==> config.mk <==
export PLATFORM = sky130hd
export DESIGN_NAME = ppu_controller
export DESIGN_NICKNAME = d
export VERILOG_FILES = /design/src/common/ppu_pkg.sv /design/src/hw/ppu_timing/dot_timer.sv /design/src/hw/ppu_timing/period_gen.sv /design/src/hw/bg_fetch/bg_fetch_sched.sv /design/src/hw/ppu_controller.sv
export VERILOG_INCLUDE_DIRS = /design/src /design/src/common
export SDC_FILE = /design/constraint.sdc
export NUM_CORES = 1
export LEC_CHECK = 0
export CAP_MARGIN = 5
export CORE_ASPECT_RATIO = 0.5
export CORE_MARGIN = 5
export CORE_UTILIZATION = 50
export CTS_CLUSTER_DIAMETER = 100
export DETAILED_ROUTE_END_ITERATION = 16
export DONT_BUFFER_PORTS = 1
export HOLD_SLACK_MARGIN = 0.15
export PLACE_DENSITY = 0.65
export SETUP_SLACK_MARGIN = 0.1
export SLEW_MARGIN = 20
export SYNTH_ARGS = -nofsm -noshare
export SYNTH_HDL_FRONTEND = slang
export SYNTH_HIERARCHICAL = 1
export SYNTH_SLANG_ARGS = --single-unit
==> constraint.sdc <==
create_clock -name clk -period 5.2 [get_ports clk]
set_clock_uncertainty 0.2 [all_clocks]
set_input_delay 1.3 -clock clk [delete_from_list [all_inputs] [get_ports clk]]
set_output_delay 1.3 -clock clk [all_outputs]
set_load 0.05 [all_outputs]
==> src/common/ppu_settings.svh <==
/*
 * Raster geometry of the video timing controller.
 * Beam limits, window edges and the background fetch group size.
 */
`ifndef PPU_SETTINGS_SVH
`define PPU_SETTINGS_SVH

// ----------------------------------------
// Beam geometry
// ----------------------------------------
`define PPU_H_LAST      9'd339  // Last dot of a line
`define PPU_V_LAST      9'd261  // Last line, interlaced even field adds one
`define PPU_V_SHORT     9'd240  // Short line when progressive and field 1
`define PPU_LONG_DOTS   9'd4    // 5-clock dots at line start

// ----------------------------------------
// Display windows
// ----------------------------------------
`define PPU_VIS_FIRST   9'd1    // First visible line
`define PPU_VIS_END     9'd225  // Visible end, no overscan
`define PPU_VIS_END_OS  9'd240  // Visible end with overscan
`define PPU_FETCH_START 9'd5    // Fetch window opens here
`define PPU_FETCH_STOP  9'd269  // Fetch window closes here
`define PPU_PIPE_DELAY  9'd16   // Fetch to colour output in dots
`define PPU_H_OFFSET    9'd6    // Dot where x_fetch is 0

// ----------------------------------------
// Fetch scheduler
// ----------------------------------------
`define PPU_FETCH_SLOTS 9'd8    // Slots per fetch group

`endif

==> src/common/ppu_pkg.sv <==
/*
 * Shared types of the video timing controller.
 * Beam counters, coordinates, layer modes and the bundled buses.
 */
`default_nettype none

package ppu_pkg;

    typedef logic [2:0] dot_t;          // Clock within a dot
    typedef logic [8:0] hcount_t;       // Dot in line
    typedef logic [8:0] vcount_t;       // Line in frame
    typedef logic [8:0] xpos_t;         // Fetch x
    typedef logic [8:0] coord_t;        // Output pixel coordinate
    typedef logic [2:0] screen_mode_t;  // Screen modes 0..7
    typedef logic [1:0] layer_t;        // Background layer index
    typedef logic [2:0] data_num_t;     // Data word offset

    // Per-layer fetch format
    typedef enum logic [2:0] {
        LM_OPT2    = 3'd0,  // Offset-per-tile, two words or unused layer
        LM_2BPP    = 3'd1,
        LM_4BPP    = 3'd2,
        LM_8BPP    = 3'd3,
        LM_OPT1    = 3'd4,  // Offset-per-tile, one word
        LM_2BPP_HR = 3'd5,  // True high-res
        LM_4BPP_HR = 3'd6   // True high-res
    } layer_mode_t;

    typedef layer_mode_t [3:0] layer_modes_t;  // One per layer

    typedef struct packed {
        logic         overscan;
        logic         interlace;
        screen_mode_t mode;
    } screen_cfg_t;

    typedef struct packed {
        dot_t    dot;
        logic    dot_en;     // Last clock of the dot
        hcount_t h;
        vcount_t v;
        logic    field;
        logic    line_end;   // dot_en on the last dot
        logic    frame_end;  // line_end on the last line
    } beam_t;

    typedef struct packed {
        logic      map;     // Tile map or OPT read
        logic      data;    // Tile data read
        layer_t    target;
        data_num_t num;
    } fetch_t;

endpackage

`default_nettype wire

==> src/hw/ppu_timing/dot_timer.sv <==
/*
 * Dot and beam counters.
 * Divides the clock into 4- and 5-clock dots and steps h, v and field.
 */
`default_nettype none

`include "ppu_settings.svh"

module dot_timer (
    input  wire logic                 clk,
    input  wire logic                 reset,
    input  wire ppu_pkg::screen_cfg_t cfg,
    output ppu_pkg::beam_t            beam
);

    ppu_pkg::dot_t    dot;
    ppu_pkg::hcount_t h;
    ppu_pkg::vcount_t v;
    logic             field;
    ppu_pkg::dot_t    dot_max;    // Last clock index of current dot
    ppu_pkg::vcount_t v_last;     // Last line of this field
    logic             dot_en;
    logic             line_end;
    logic             frame_end;

    // ----------------------------------------
    // Dot divider
    // ----------------------------------------
    // First four dots are long, except on the short line
    assign dot_max = ((h < `PPU_LONG_DOTS)
                      && (cfg.interlace || !field || v != `PPU_V_SHORT)) ? 3'd4 : 3'd3;
    assign dot_en = (dot == dot_max);

    always_ff @(posedge clk) begin
        if (reset) begin
            dot <= 3'd0;
        end else begin
            dot <= dot_en ? 3'd0 : dot + 3'd1;  // Restart every dot
        end
    end

    // ----------------------------------------
    // Beam counters
    // ----------------------------------------
    assign v_last    = (cfg.interlace && !field) ? `PPU_V_LAST + 9'd1 : `PPU_V_LAST;
    assign line_end  = dot_en && (h == `PPU_H_LAST);
    assign frame_end = line_end && (v == v_last);

    always_ff @(posedge clk) begin
        if (reset) begin
            h <= 9'd0;
        end else if (dot_en) begin
            h <= (h == `PPU_H_LAST) ? 9'd0 : h + 9'd1;
        end
    end

    always_ff @(posedge clk) begin
        if (reset) begin
            v <= 9'd0;
        end else if (line_end) begin
            v <= frame_end ? 9'd0 : v + 9'd1;  // Even interlaced field runs one line more
        end
    end

    always_ff @(posedge clk) begin
        if (reset) begin
            field <= 1'b0;
        end else if (dot_en && v == 9'd0 && h == 9'd1) begin
            field <= !field;  // Early in line 0
        end
    end

    assign beam = '{dot: dot, dot_en: dot_en, h: h, v: v, field: field,
                    line_end: line_end, frame_end: frame_end};

    // ----------------------------------------
    // Checks
    // ----------------------------------------
    a_dot_range: assert property (@(posedge clk) disable iff (reset) dot <= 3'd4)
        else $error("dot counter ran past a long dot");
    a_h_range: assert property (@(posedge clk) disable iff (reset) h <= `PPU_H_LAST)
        else $error("h counter ran past the last dot");
    a_v_range: assert property (@(posedge clk) disable iff (reset) v <= `PPU_V_LAST + 9'd1)
        else $error("v counter ran past the last line");

endmodule

`default_nettype wire

==> src/hw/ppu_timing/period_gen.sv <==
/*
 * Display window generator.
 * Vertical and horizontal windows, colour and line-buffer write strobes, pixel coordinates.
 */
`default_nettype none

`include "ppu_settings.svh"

module period_gen (
    input  wire logic                 clk,
    input  wire logic                 reset,
    input  wire ppu_pkg::screen_cfg_t cfg,
    input  wire ppu_pkg::beam_t       beam,
    output logic                      fetch_period,
    output logic                      color_period,
    output logic                      color_write,
    output logic                      dr_write_req,
    output ppu_pkg::coord_t           xout,
    output ppu_pkg::coord_t           yout
);

    // Colour stage lags fetch by the pipe, minus the prefetched group
    localparam ppu_pkg::hcount_t color_start = `PPU_FETCH_START + `PPU_PIPE_DELAY;
    localparam ppu_pkg::hcount_t color_stop  =
        `PPU_FETCH_STOP + `PPU_PIPE_DELAY - `PPU_FETCH_SLOTS;
    localparam ppu_pkg::hcount_t write_start = color_start + 9'd1;  // One dot after colour
    localparam ppu_pkg::hcount_t write_stop  = color_stop + 9'd1;

    ppu_pkg::vcount_t vis_end;
    logic             vis_v;     // Vertical visible window
    logic             fetch_h;
    logic             color_h;
    logic             write_h;
    logic             dr_line;   // Line buffer write enabled for this line
    logic [7:0]       x_rel;
    logic [7:0]       y_rel;

    function automatic logic win_next(input logic cur, input logic open, input logic close);
        if (open) begin
            return 1'b1;
        end
        if (close) begin
            return 1'b0;
        end
        return cur;
    endfunction

    assign vis_end = cfg.overscan ? `PPU_VIS_END_OS : `PPU_VIS_END;

    // ----------------------------------------
    // Window registers
    // ----------------------------------------
    always_ff @(posedge clk) begin
        if (reset) begin
            vis_v <= 1'b0;
        end else begin
            vis_v <= win_next(vis_v, beam.v == `PPU_VIS_FIRST, beam.v == vis_end);
        end
    end

    always_ff @(posedge clk) begin
        if (reset) begin
            fetch_h <= 1'b0;
            color_h <= 1'b0;
            write_h <= 1'b0;
        end else if (beam.dot_en) begin
            fetch_h <= win_next(fetch_h, beam.h == `PPU_FETCH_START, beam.h == `PPU_FETCH_STOP);
            color_h <= win_next(color_h, beam.h == color_start, beam.h == color_stop);
            write_h <= win_next(write_h, beam.h == write_start, beam.h == write_stop);
        end
    end

    always_ff @(posedge clk) begin
        if (reset) begin
            dr_line <= 1'b0;
        end else if (beam.line_end) begin
            // Lines 2 through visible end
            dr_line <= win_next(dr_line, beam.v == `PPU_VIS_FIRST, beam.v == vis_end);
        end
    end

    // ----------------------------------------
    // Strobes and coordinates
    // ----------------------------------------
    assign fetch_period = vis_v && fetch_h;
    assign color_period = vis_v && color_h;
    assign color_write  = vis_v && write_h && beam.dot[0];  // Two writes per dot
    assign dr_write_req = dr_line && (beam.h == 9'd0);      // Whole of dot 0

    assign x_rel = 8'(beam.h - (`PPU_H_OFFSET + `PPU_PIPE_DELAY + 9'd1));
    assign y_rel = 8'(beam.v - (`PPU_VIS_FIRST + 9'd1));
    assign xout  = {x_rel, beam.dot[1]};                    // Half-dot resolution
    assign yout  = {y_rel, cfg.interlace && beam.field};    // Odd field lines

    // Write trails the colour stage by one 4-clock dot
    a_write_after_color: assert property (@(posedge clk) disable iff (reset)
        color_write |-> $past(color_period, 4))
        else $error("color_write without colour stage one dot earlier");

endmodule

`default_nettype wire

==> src/hw/bg_fetch/bg_fetch_sched.sv <==
/*
 * Background fetch scheduler.
 * Decodes layer formats per screen mode and the VRAM action of each fetch slot.
 */
`default_nettype none

`include "ppu_settings.svh"

module bg_fetch_sched (
    input  wire ppu_pkg::screen_cfg_t cfg,
    input  wire ppu_pkg::beam_t       beam,
    input  wire logic                 fetch_period,
    output ppu_pkg::fetch_t           fetch,
    output ppu_pkg::layer_modes_t     layer_modes,
    output ppu_pkg::xpos_t            x_fetch
);

    logic [2:0]      slot;  // Position in fetch group
    ppu_pkg::fetch_t raw;   // Ungated slot action

    // Map or data read of one layer
    function automatic ppu_pkg::fetch_t slot_op(input logic is_map,
                                                input ppu_pkg::layer_t layer,
                                                input ppu_pkg::data_num_t num);
        ppu_pkg::fetch_t op;
        op.map    = is_map;
        op.data   = !is_map;
        op.target = layer;
        op.num    = num;
        return op;
    endfunction

    assign x_fetch = beam.h - `PPU_H_OFFSET;
    assign slot    = 3'(x_fetch % `PPU_FETCH_SLOTS);

    // ----------------------------------------
    // Layer formats
    // ----------------------------------------
    always_comb begin
        layer_modes = {4{ppu_pkg::LM_OPT2}};  // Unused layers
        unique case (cfg.mode)
            3'd0: layer_modes = {4{ppu_pkg::LM_2BPP}};
            3'd1: begin
                layer_modes[0] = ppu_pkg::LM_4BPP;
                layer_modes[1] = ppu_pkg::LM_4BPP;
                layer_modes[2] = ppu_pkg::LM_2BPP;
            end
            3'd2: begin
                layer_modes[0] = ppu_pkg::LM_4BPP;
                layer_modes[1] = ppu_pkg::LM_4BPP;  // Layer 2 is OPT
            end
            3'd3: begin
                layer_modes[0] = ppu_pkg::LM_8BPP;
                layer_modes[1] = ppu_pkg::LM_4BPP;
            end
            3'd4: begin
                layer_modes[0] = ppu_pkg::LM_8BPP;
                layer_modes[1] = ppu_pkg::LM_2BPP;
                layer_modes[2] = ppu_pkg::LM_OPT1;
            end
            3'd5: begin
                layer_modes[0] = ppu_pkg::LM_4BPP_HR;
                layer_modes[1] = ppu_pkg::LM_2BPP_HR;
            end
            3'd6: layer_modes[0] = ppu_pkg::LM_4BPP_HR;
            3'd7: ;  // Mode 7 has its own fetch path
        endcase
    end

    // ----------------------------------------
    // Slot schedule
    // ----------------------------------------
    always_comb begin
        raw = '0;
        unique case (cfg.mode)
            3'd0: raw = slot_op(!slot[0], slot[2:1], 3'd0);  // Map and data per layer
            3'd1, 3'd2: begin
                unique case (slot)
                    3'd0: raw = slot_op(1'b1, 2'd0, 3'd0);
                    3'd1: raw = slot_op(1'b0, 2'd0, 3'd0);
                    3'd2: raw = slot_op(1'b0, 2'd0, 3'd2);
                    3'd3: raw = slot_op(1'b1, 2'd1, 3'd0);
                    3'd4: raw = slot_op(1'b0, 2'd1, 3'd0);
                    3'd5: raw = slot_op(1'b0, 2'd1, 3'd2);
                    3'd6: raw = slot_op(1'b1, 2'd2, 3'd0);
                    3'd7: raw = slot_op(1'b0, 2'd2, 3'd0);
                endcase
                if (cfg.mode == 3'd2 && slot[2:1] == 2'b11) begin
                    raw = slot_op(1'b1, 2'd2, {2'b00, slot[0]});  // OPT horizontal and vertical
                end
            end
            3'd3, 3'd4: begin
                unique case (slot)
                    3'd0: raw = slot_op(1'b1, 2'd0, 3'd0);
                    3'd1: raw = slot_op(1'b0, 2'd0, 3'd0);
                    3'd2: raw = slot_op(1'b0, 2'd0, 3'd2);
                    3'd3: raw = slot_op(1'b0, 2'd0, 3'd4);
                    3'd4: raw = slot_op(1'b0, 2'd0, 3'd6);
                    3'd5: raw = slot_op(1'b1, 2'd1, 3'd0);
                    3'd6: raw = slot_op(1'b0, 2'd1, 3'd0);
                    3'd7: raw = slot_op(1'b0, 2'd1, 3'd2);
                endcase
                if (cfg.mode == 3'd4 && slot == 3'd7) begin
                    raw = slot_op(1'b1, 2'd2, 3'd0);  // Single OPT word
                end
            end
            3'd5, 3'd6: begin
                unique case (slot)
                    3'd0: raw = slot_op(1'b1, 2'd0, 3'd0);
                    3'd1: raw = slot_op(1'b0, 2'd0, 3'd0);
                    3'd2: raw = slot_op(1'b0, 2'd0, 3'd1);  // High-res halves
                    3'd3: raw = slot_op(1'b0, 2'd0, 3'd2);
                    3'd4: raw = slot_op(1'b0, 2'd0, 3'd3);
                    3'd5: raw = slot_op(1'b1, 2'd1, 3'd0);
                    3'd6: raw = slot_op(1'b0, 2'd1, 3'd0);
                    3'd7: raw = slot_op(1'b0, 2'd1, 3'd1);
                endcase
                if (cfg.mode == 3'd6 && slot == 3'd5) begin
                    raw = '0;  // Idle slot
                end else if (cfg.mode == 3'd6 && slot[2:1] == 2'b11) begin
                    raw = slot_op(1'b1, 2'd2, {2'b00, slot[0]});
                end
            end
            3'd7: raw = slot_op(slot == 3'd0, 2'd0, 3'd0);  // One map then data
        endcase
    end

    assign fetch = '{map: fetch_period && raw.map, data: fetch_period && raw.data,
                     target: raw.target, num: raw.num};

    always_comb begin
        a_map_data_excl: assert (!(fetch.map && fetch.data))
            else $error("map and data fetch in the same slot");
    end

endmodule

`default_nettype wire

==> src/hw/ppu_controller.sv <==
/*
 * Raster timing controller top.
 * Beam counters, display windows and background fetch schedule.
 */
`default_nettype none

module ppu_controller (
    input  wire logic                 clk,
    input  wire logic                 reset,
    input  wire ppu_pkg::screen_cfg_t cfg,
    output ppu_pkg::beam_t            beam,
    output ppu_pkg::xpos_t            x_fetch,
    output ppu_pkg::coord_t           xout,
    output ppu_pkg::coord_t           yout,
    output logic                      color_period,
    output logic                      color_write,
    output logic                      dr_write_req,
    output ppu_pkg::fetch_t           fetch,
    output ppu_pkg::layer_modes_t     layer_modes
);

    logic fetch_period;  // Fetch window inside visible lines

    dot_timer u_dot_timer (
        .clk   (clk),
        .reset (reset),
        .cfg   (cfg),
        .beam  (beam)
    );

    period_gen u_period_gen (
        .clk          (clk),
        .reset        (reset),
        .cfg          (cfg),
        .beam         (beam),
        .fetch_period (fetch_period),
        .color_period (color_period),
        .color_write  (color_write),
        .dr_write_req (dr_write_req),
        .xout         (xout),
        .yout         (yout)
    );

    bg_fetch_sched u_bg_fetch_sched (
        .cfg          (cfg),
        .beam         (beam),
        .fetch_period (fetch_period),
        .fetch        (fetch),
        .layer_modes  (layer_modes),
        .x_fetch      (x_fetch)
    );

endmodule

`default_nettype wire

==> flow_metrics.py <==
metrics = {
    "yosys": {
        "ys.flop_type": "sky130_fd_sc_hd__dfxtp_1",
        "synth.yosys.warnings": 6,
        "async_flop_share_pct": 0,
        "postSynthRegisterBits": 27,
        "avg_cell_area_syn_um2": 8.07,
        "synthDistinctLibCells": 68,
        "synth.yosys.seq_area_share_pct": 19.0,
        "edff_count_synth": 0,
        "syn-cell-area_mm2": 0.00285,
        "synthesized_instance_count": 353,
    },
    "die": {
        "ios": 81,
        "rows": 19,
        "floorplan.initialDensity_pct": 51.9,
        "die-area_mm2": 0.00740,
        "design.core.area_mm2": 0.00549,
        "die_x_um": 117,
        "chipHeight_um": 63.4,
    },
    "cts": {
        "cts_hold_repair.buffers": 0,
        "cts_inserted_buffers": 3,
        "cts-resized-gates": 0,
        "clk_slew_on_worst_s_h_paths_ns": 0.06,
        "cts.root.buffer_cell": "sky130_fd_sc_hd__clkbuf_16",
        "clock_sink_count": 27,
        "clock_tree_from_tritoncts": "built",
        "cts.repair_timing.setup_buffer_count": 0,
        "clock_tree.buffer_depth": 2,
        "htree_num_levels": 1,
        "clock_latency_ns": 0.26,
    },
    "global_routing": {
        "grt_first_pass_wirelength_mm": 12.7,
        "antenna_found_initial": 0,
        "grt_util_all_layers_pct": 20.2,
        "grt.overflow.total": 0,
        "grt_pass1_vias": 2605,
        "grt_start_max_net_pins": 34,
    },
    "power_and_ir_drop": {
        "powerDensity_mw_per_mm2": 159,
        "vdd.ir_drop.worst_mv": 0.136,
        "leakage_nw": 1.21,
    },
    "worst_setup_path": {
        "cpLargestDelayFamily": "buffers and inverters",
        "setup.worst_path.start_class": "flop",
        "critPathBufInv": 2,
        "crit_type": "reg2out",
        "worst_path_max_delay_cell": "sky130_fd_sc_hd__ha_1",
        "worst_stage_delay_on_the_critical_path_ns": 0.53,
        "critical_path.endpoint_type": "output port",
        "worst-path-max-fanout": 15,
        "critical_path_at_ns": 2.81,
        "critical_path_required_ns": 3.70,
        "cp_cell_sequence": "inv_1, ha_1, nor2b_1, nor4_4, a2111oi_0, nor2_1, buf_4",
    },
    "cells_and_area": {
        "antenna_cells_inserted": 0,
        "post_route_cells_drive_above_1_share_pct": 17.6,
        "utilization_after_layout_pct": 56.8,
        "final_net_count": 391,
        "post-route-cell-area_mm2": 0.00312,
        "syn_to_final_growth_pct": 9.49,
    },
    "sta": {
        "report.final.hold_viol_count": 0,
        "period_share_pct": 82.9,
        "hold_slack_ns": 0.273,
        "tightestPinTransition_ns": 1.11,
        "report.final.setup_viol": 0,
        "fin_crit_period_ns": 4.31,
        "maxClockFrequency_mhz": 232,
        "post-route-worst-setup-slack_ns": 0.891,
        "slew-limit-headroom_pct": 25.8,
        "fin_setup_tns_ns": 0,
        "timing_max_transition_violations_final": 0,
        "rsz0062_at_grt": "no",
    },
    "routing": {
        "wire_per_inst_um": 18.2,
        "drt-pass1-iter-count": 5,
        "remaining_drc_errors": 0,
        "antenna_violating_nets_post_route": 0,
        "drt-vias-per-instance": 6.32,
        "detailroute.via_count": 2763,
        "detail_route.wirelength_mm": 7.93,
        "detail_route.iter0.violations": 281,
    },
    "placed_design": {
        "post_dp_cell_area_mm2": 0.00304,
        "buffer_ports.inserted": 0,
        "gpl.final_weighted_congestion": 0.919,
        "dp_hpwl_mm": 5.58,
        "worst_setup_slack_post_dpl_ns": 0.979,
    },
    "hold_path": {
        "worst_hold_path_type": "reg2reg",
    },
    "run": {
        "maxCapViolCount": 0,
    },
    "run_status": {
        "outcome": "finished clean",
    },
}
==> cells in the final DEF, fill, tap and decap left out, types with 4 or more instances in the layout <==
| cell type | n |
|---|---|
| sky130_fd_sc_hd__a32o_1 | 7 |
| sky130_fd_sc_hd__nand3_1 | 9 |
| sky130_fd_sc_hd__nor3b_1 | 10 |
| sky130_fd_sc_hd__mux2i_1 | 8 |
| sky130_fd_sc_hd__dfxtp_1 | 26 |
| sky130_fd_sc_hd__nor3_1 | 9 |
| sky130_fd_sc_hd__buf_4 | 31 |
| sky130_fd_sc_hd__xnor2_1 | 4 |
| sky130_fd_sc_hd__a221oi_1 | 5 |
| sky130_fd_sc_hd__or2_2 | 4 |
| sky130_fd_sc_hd__nor2_1 | 25 |
| sky130_fd_sc_hd__a21oi_1 | 14 |
| sky130_fd_sc_hd__inv_1 | 21 |
| sky130_fd_sc_hd__nor4_1 | 5 |
| sky130_fd_sc_hd__o221ai_1 | 6 |
| sky130_fd_sc_hd__nand4_1 | 8 |
| sky130_fd_sc_hd__nand3b_1 | 7 |
| sky130_fd_sc_hd__nor2b_1 | 8 |
| sky130_fd_sc_hd__o21ai_1 | 5 |
| sky130_fd_sc_hd__a211oi_1 | 5 |
| sky130_fd_sc_hd__xor2_1 | 16 |
| sky130_fd_sc_hd__and2_1 | 4 |
| sky130_fd_sc_hd__nand2_1 | 14 |
| sky130_fd_sc_hd__and3_1 | 13 |
| sky130_fd_sc_hd__nand2b_1 | 7 |
| sky130_fd_sc_hd__ha_1 | 19 |
| sky130_fd_sc_hd__o21ai_0 | 9 |
==> per-stage QoR <==
stage          power, W  cells
2_1_floorplan  0.000322    355
3_3_place_gp   0.000323    433
3_5_place_dp   0.000324    433
4_1_cts        0.000499    437
5_1_grt        0.000516    437
6_report       0.000495    437
==> cell usage after synthesis (8+ instances only) <==
cell type	count	share of area [%]
sky130_fd_sc_hd__nor3_1	10	1.8
sky130_fd_sc_hd__nor3b_1	10	2.6
sky130_fd_sc_hd__mux2i_1	8	2.8
sky130_fd_sc_hd__nand3_1	9	1.6
sky130_fd_sc_hd__nor2_1	25	3.3
sky130_fd_sc_hd__xor2_1	16	4.9
sky130_fd_sc_hd__a21oi_1	14	2.5
sky130_fd_sc_hd__inv_1	21	2.8
sky130_fd_sc_hd__and3_1	13	2.9
sky130_fd_sc_hd__nor2b_1	8	1.8
sky130_fd_sc_hd__o21ai_0	11	1.9
sky130_fd_sc_hd__nand4_1	8	1.8
sky130_fd_sc_hd__buf_4	15	4.0
sky130_fd_sc_hd__nand2_1	14	1.8
sky130_fd_sc_hd__ha_1	19	8.3
sky130_fd_sc_hd__dfxtp_1	27	19
==> kinds of logic (layout without fill, tap and decap cells) <==
| family | after synthesis | count (layout) | synth area share [%] |
|---|---|---|---|
| mux | 10 | 10 | 3.60 |
| xor+xnor | 20 | 20 | 6.15 |
| compound gates | 85 | 85 | 22.9 |
| fa+ha+maj | 19 | 19 | 8.35 |
| flops | 27 | 27 | 19.0 |
| simple gates | 143 | 143 | 31.1 |
| other cells | 1 | 3 | 0.132 |
| buf+inv | 48 | 57 | 8.79 |
==> path summary, 6_finish.rpt <==
path | end | slack (ns) | startpoint | cells past startpoint
worst min register to register | u_period_gen/color_h | 0.27 | u_period_gen/color_h | 2
worst max-delay path | fetch[1] | 0.89 | u_dot_timer/h[1] | 7
worst max register to register | u_period_gen/dr_line | 1.73 | u_dot_timer/v[4] | 8
worst min-delay path | u_period_gen/color_h | 0.27 | u_period_gen/color_h | 2
==> worst register-to-register path, stage by stage, from the launching register on <==
cell,delay (ns)
sky130_fd_sc_hd__dfxtp_1,0.91
sky130_fd_sc_hd__and4_1,0.31
sky130_fd_sc_hd__nand4_1,0.19
sky130_fd_sc_hd__a211o_2,0.52
sky130_fd_sc_hd__a21oi_2,0.60
sky130_fd_sc_hd__buf_4,0.27
sky130_fd_sc_hd__inv_1,0.07
sky130_fd_sc_hd__a2111oi_4,0.21
sky130_fd_sc_hd__o21ai_2,0.08
==> power breakdown <==
group	total, W	switching, W	internal (W)
Combinational	0.0000881	0.0000630	0.0000251
Sequential	0.000232	0.0000211	0.000211
Clock	0.000174	0.0000693	0.000105
==> state kept, by name (all words and copies together) (netlist names) <==
name and cells:
u_period_gen/vis_v 1, u_period_gen/color_h 1, u_dot_timer/field 1, u_dot_timer/h 9
u_dot_timer/v 9, u_period_gen/fetch_h 1, u_dot_timer/dot 3, u_period_gen/dr_line 1
u_period_gen/write_h 1
==> layout make-up <==
type / instances / area [um^2]
fill: 513 / 2370
sequential: 27 / 542
timing repair buffer: 32 / 253
multi-input combinational: 280 / 2070
tap: 73 / 91.3
inverter: 21 / 78.8
clock buffer: 4 / 78.8
==> metal layers <==
metal  vias to the layer above  GRT usage (%)  part of all wire [%]
li1                       1329              -                     -
met1                      1325           26.8                    45
met2                       107           34.7                    47
met3                         2           4.02                   7.7
met4                         0           2.29                 0.050
met5                         -              0                     0
Note: power is estimated with default switching activity, not from simulation.
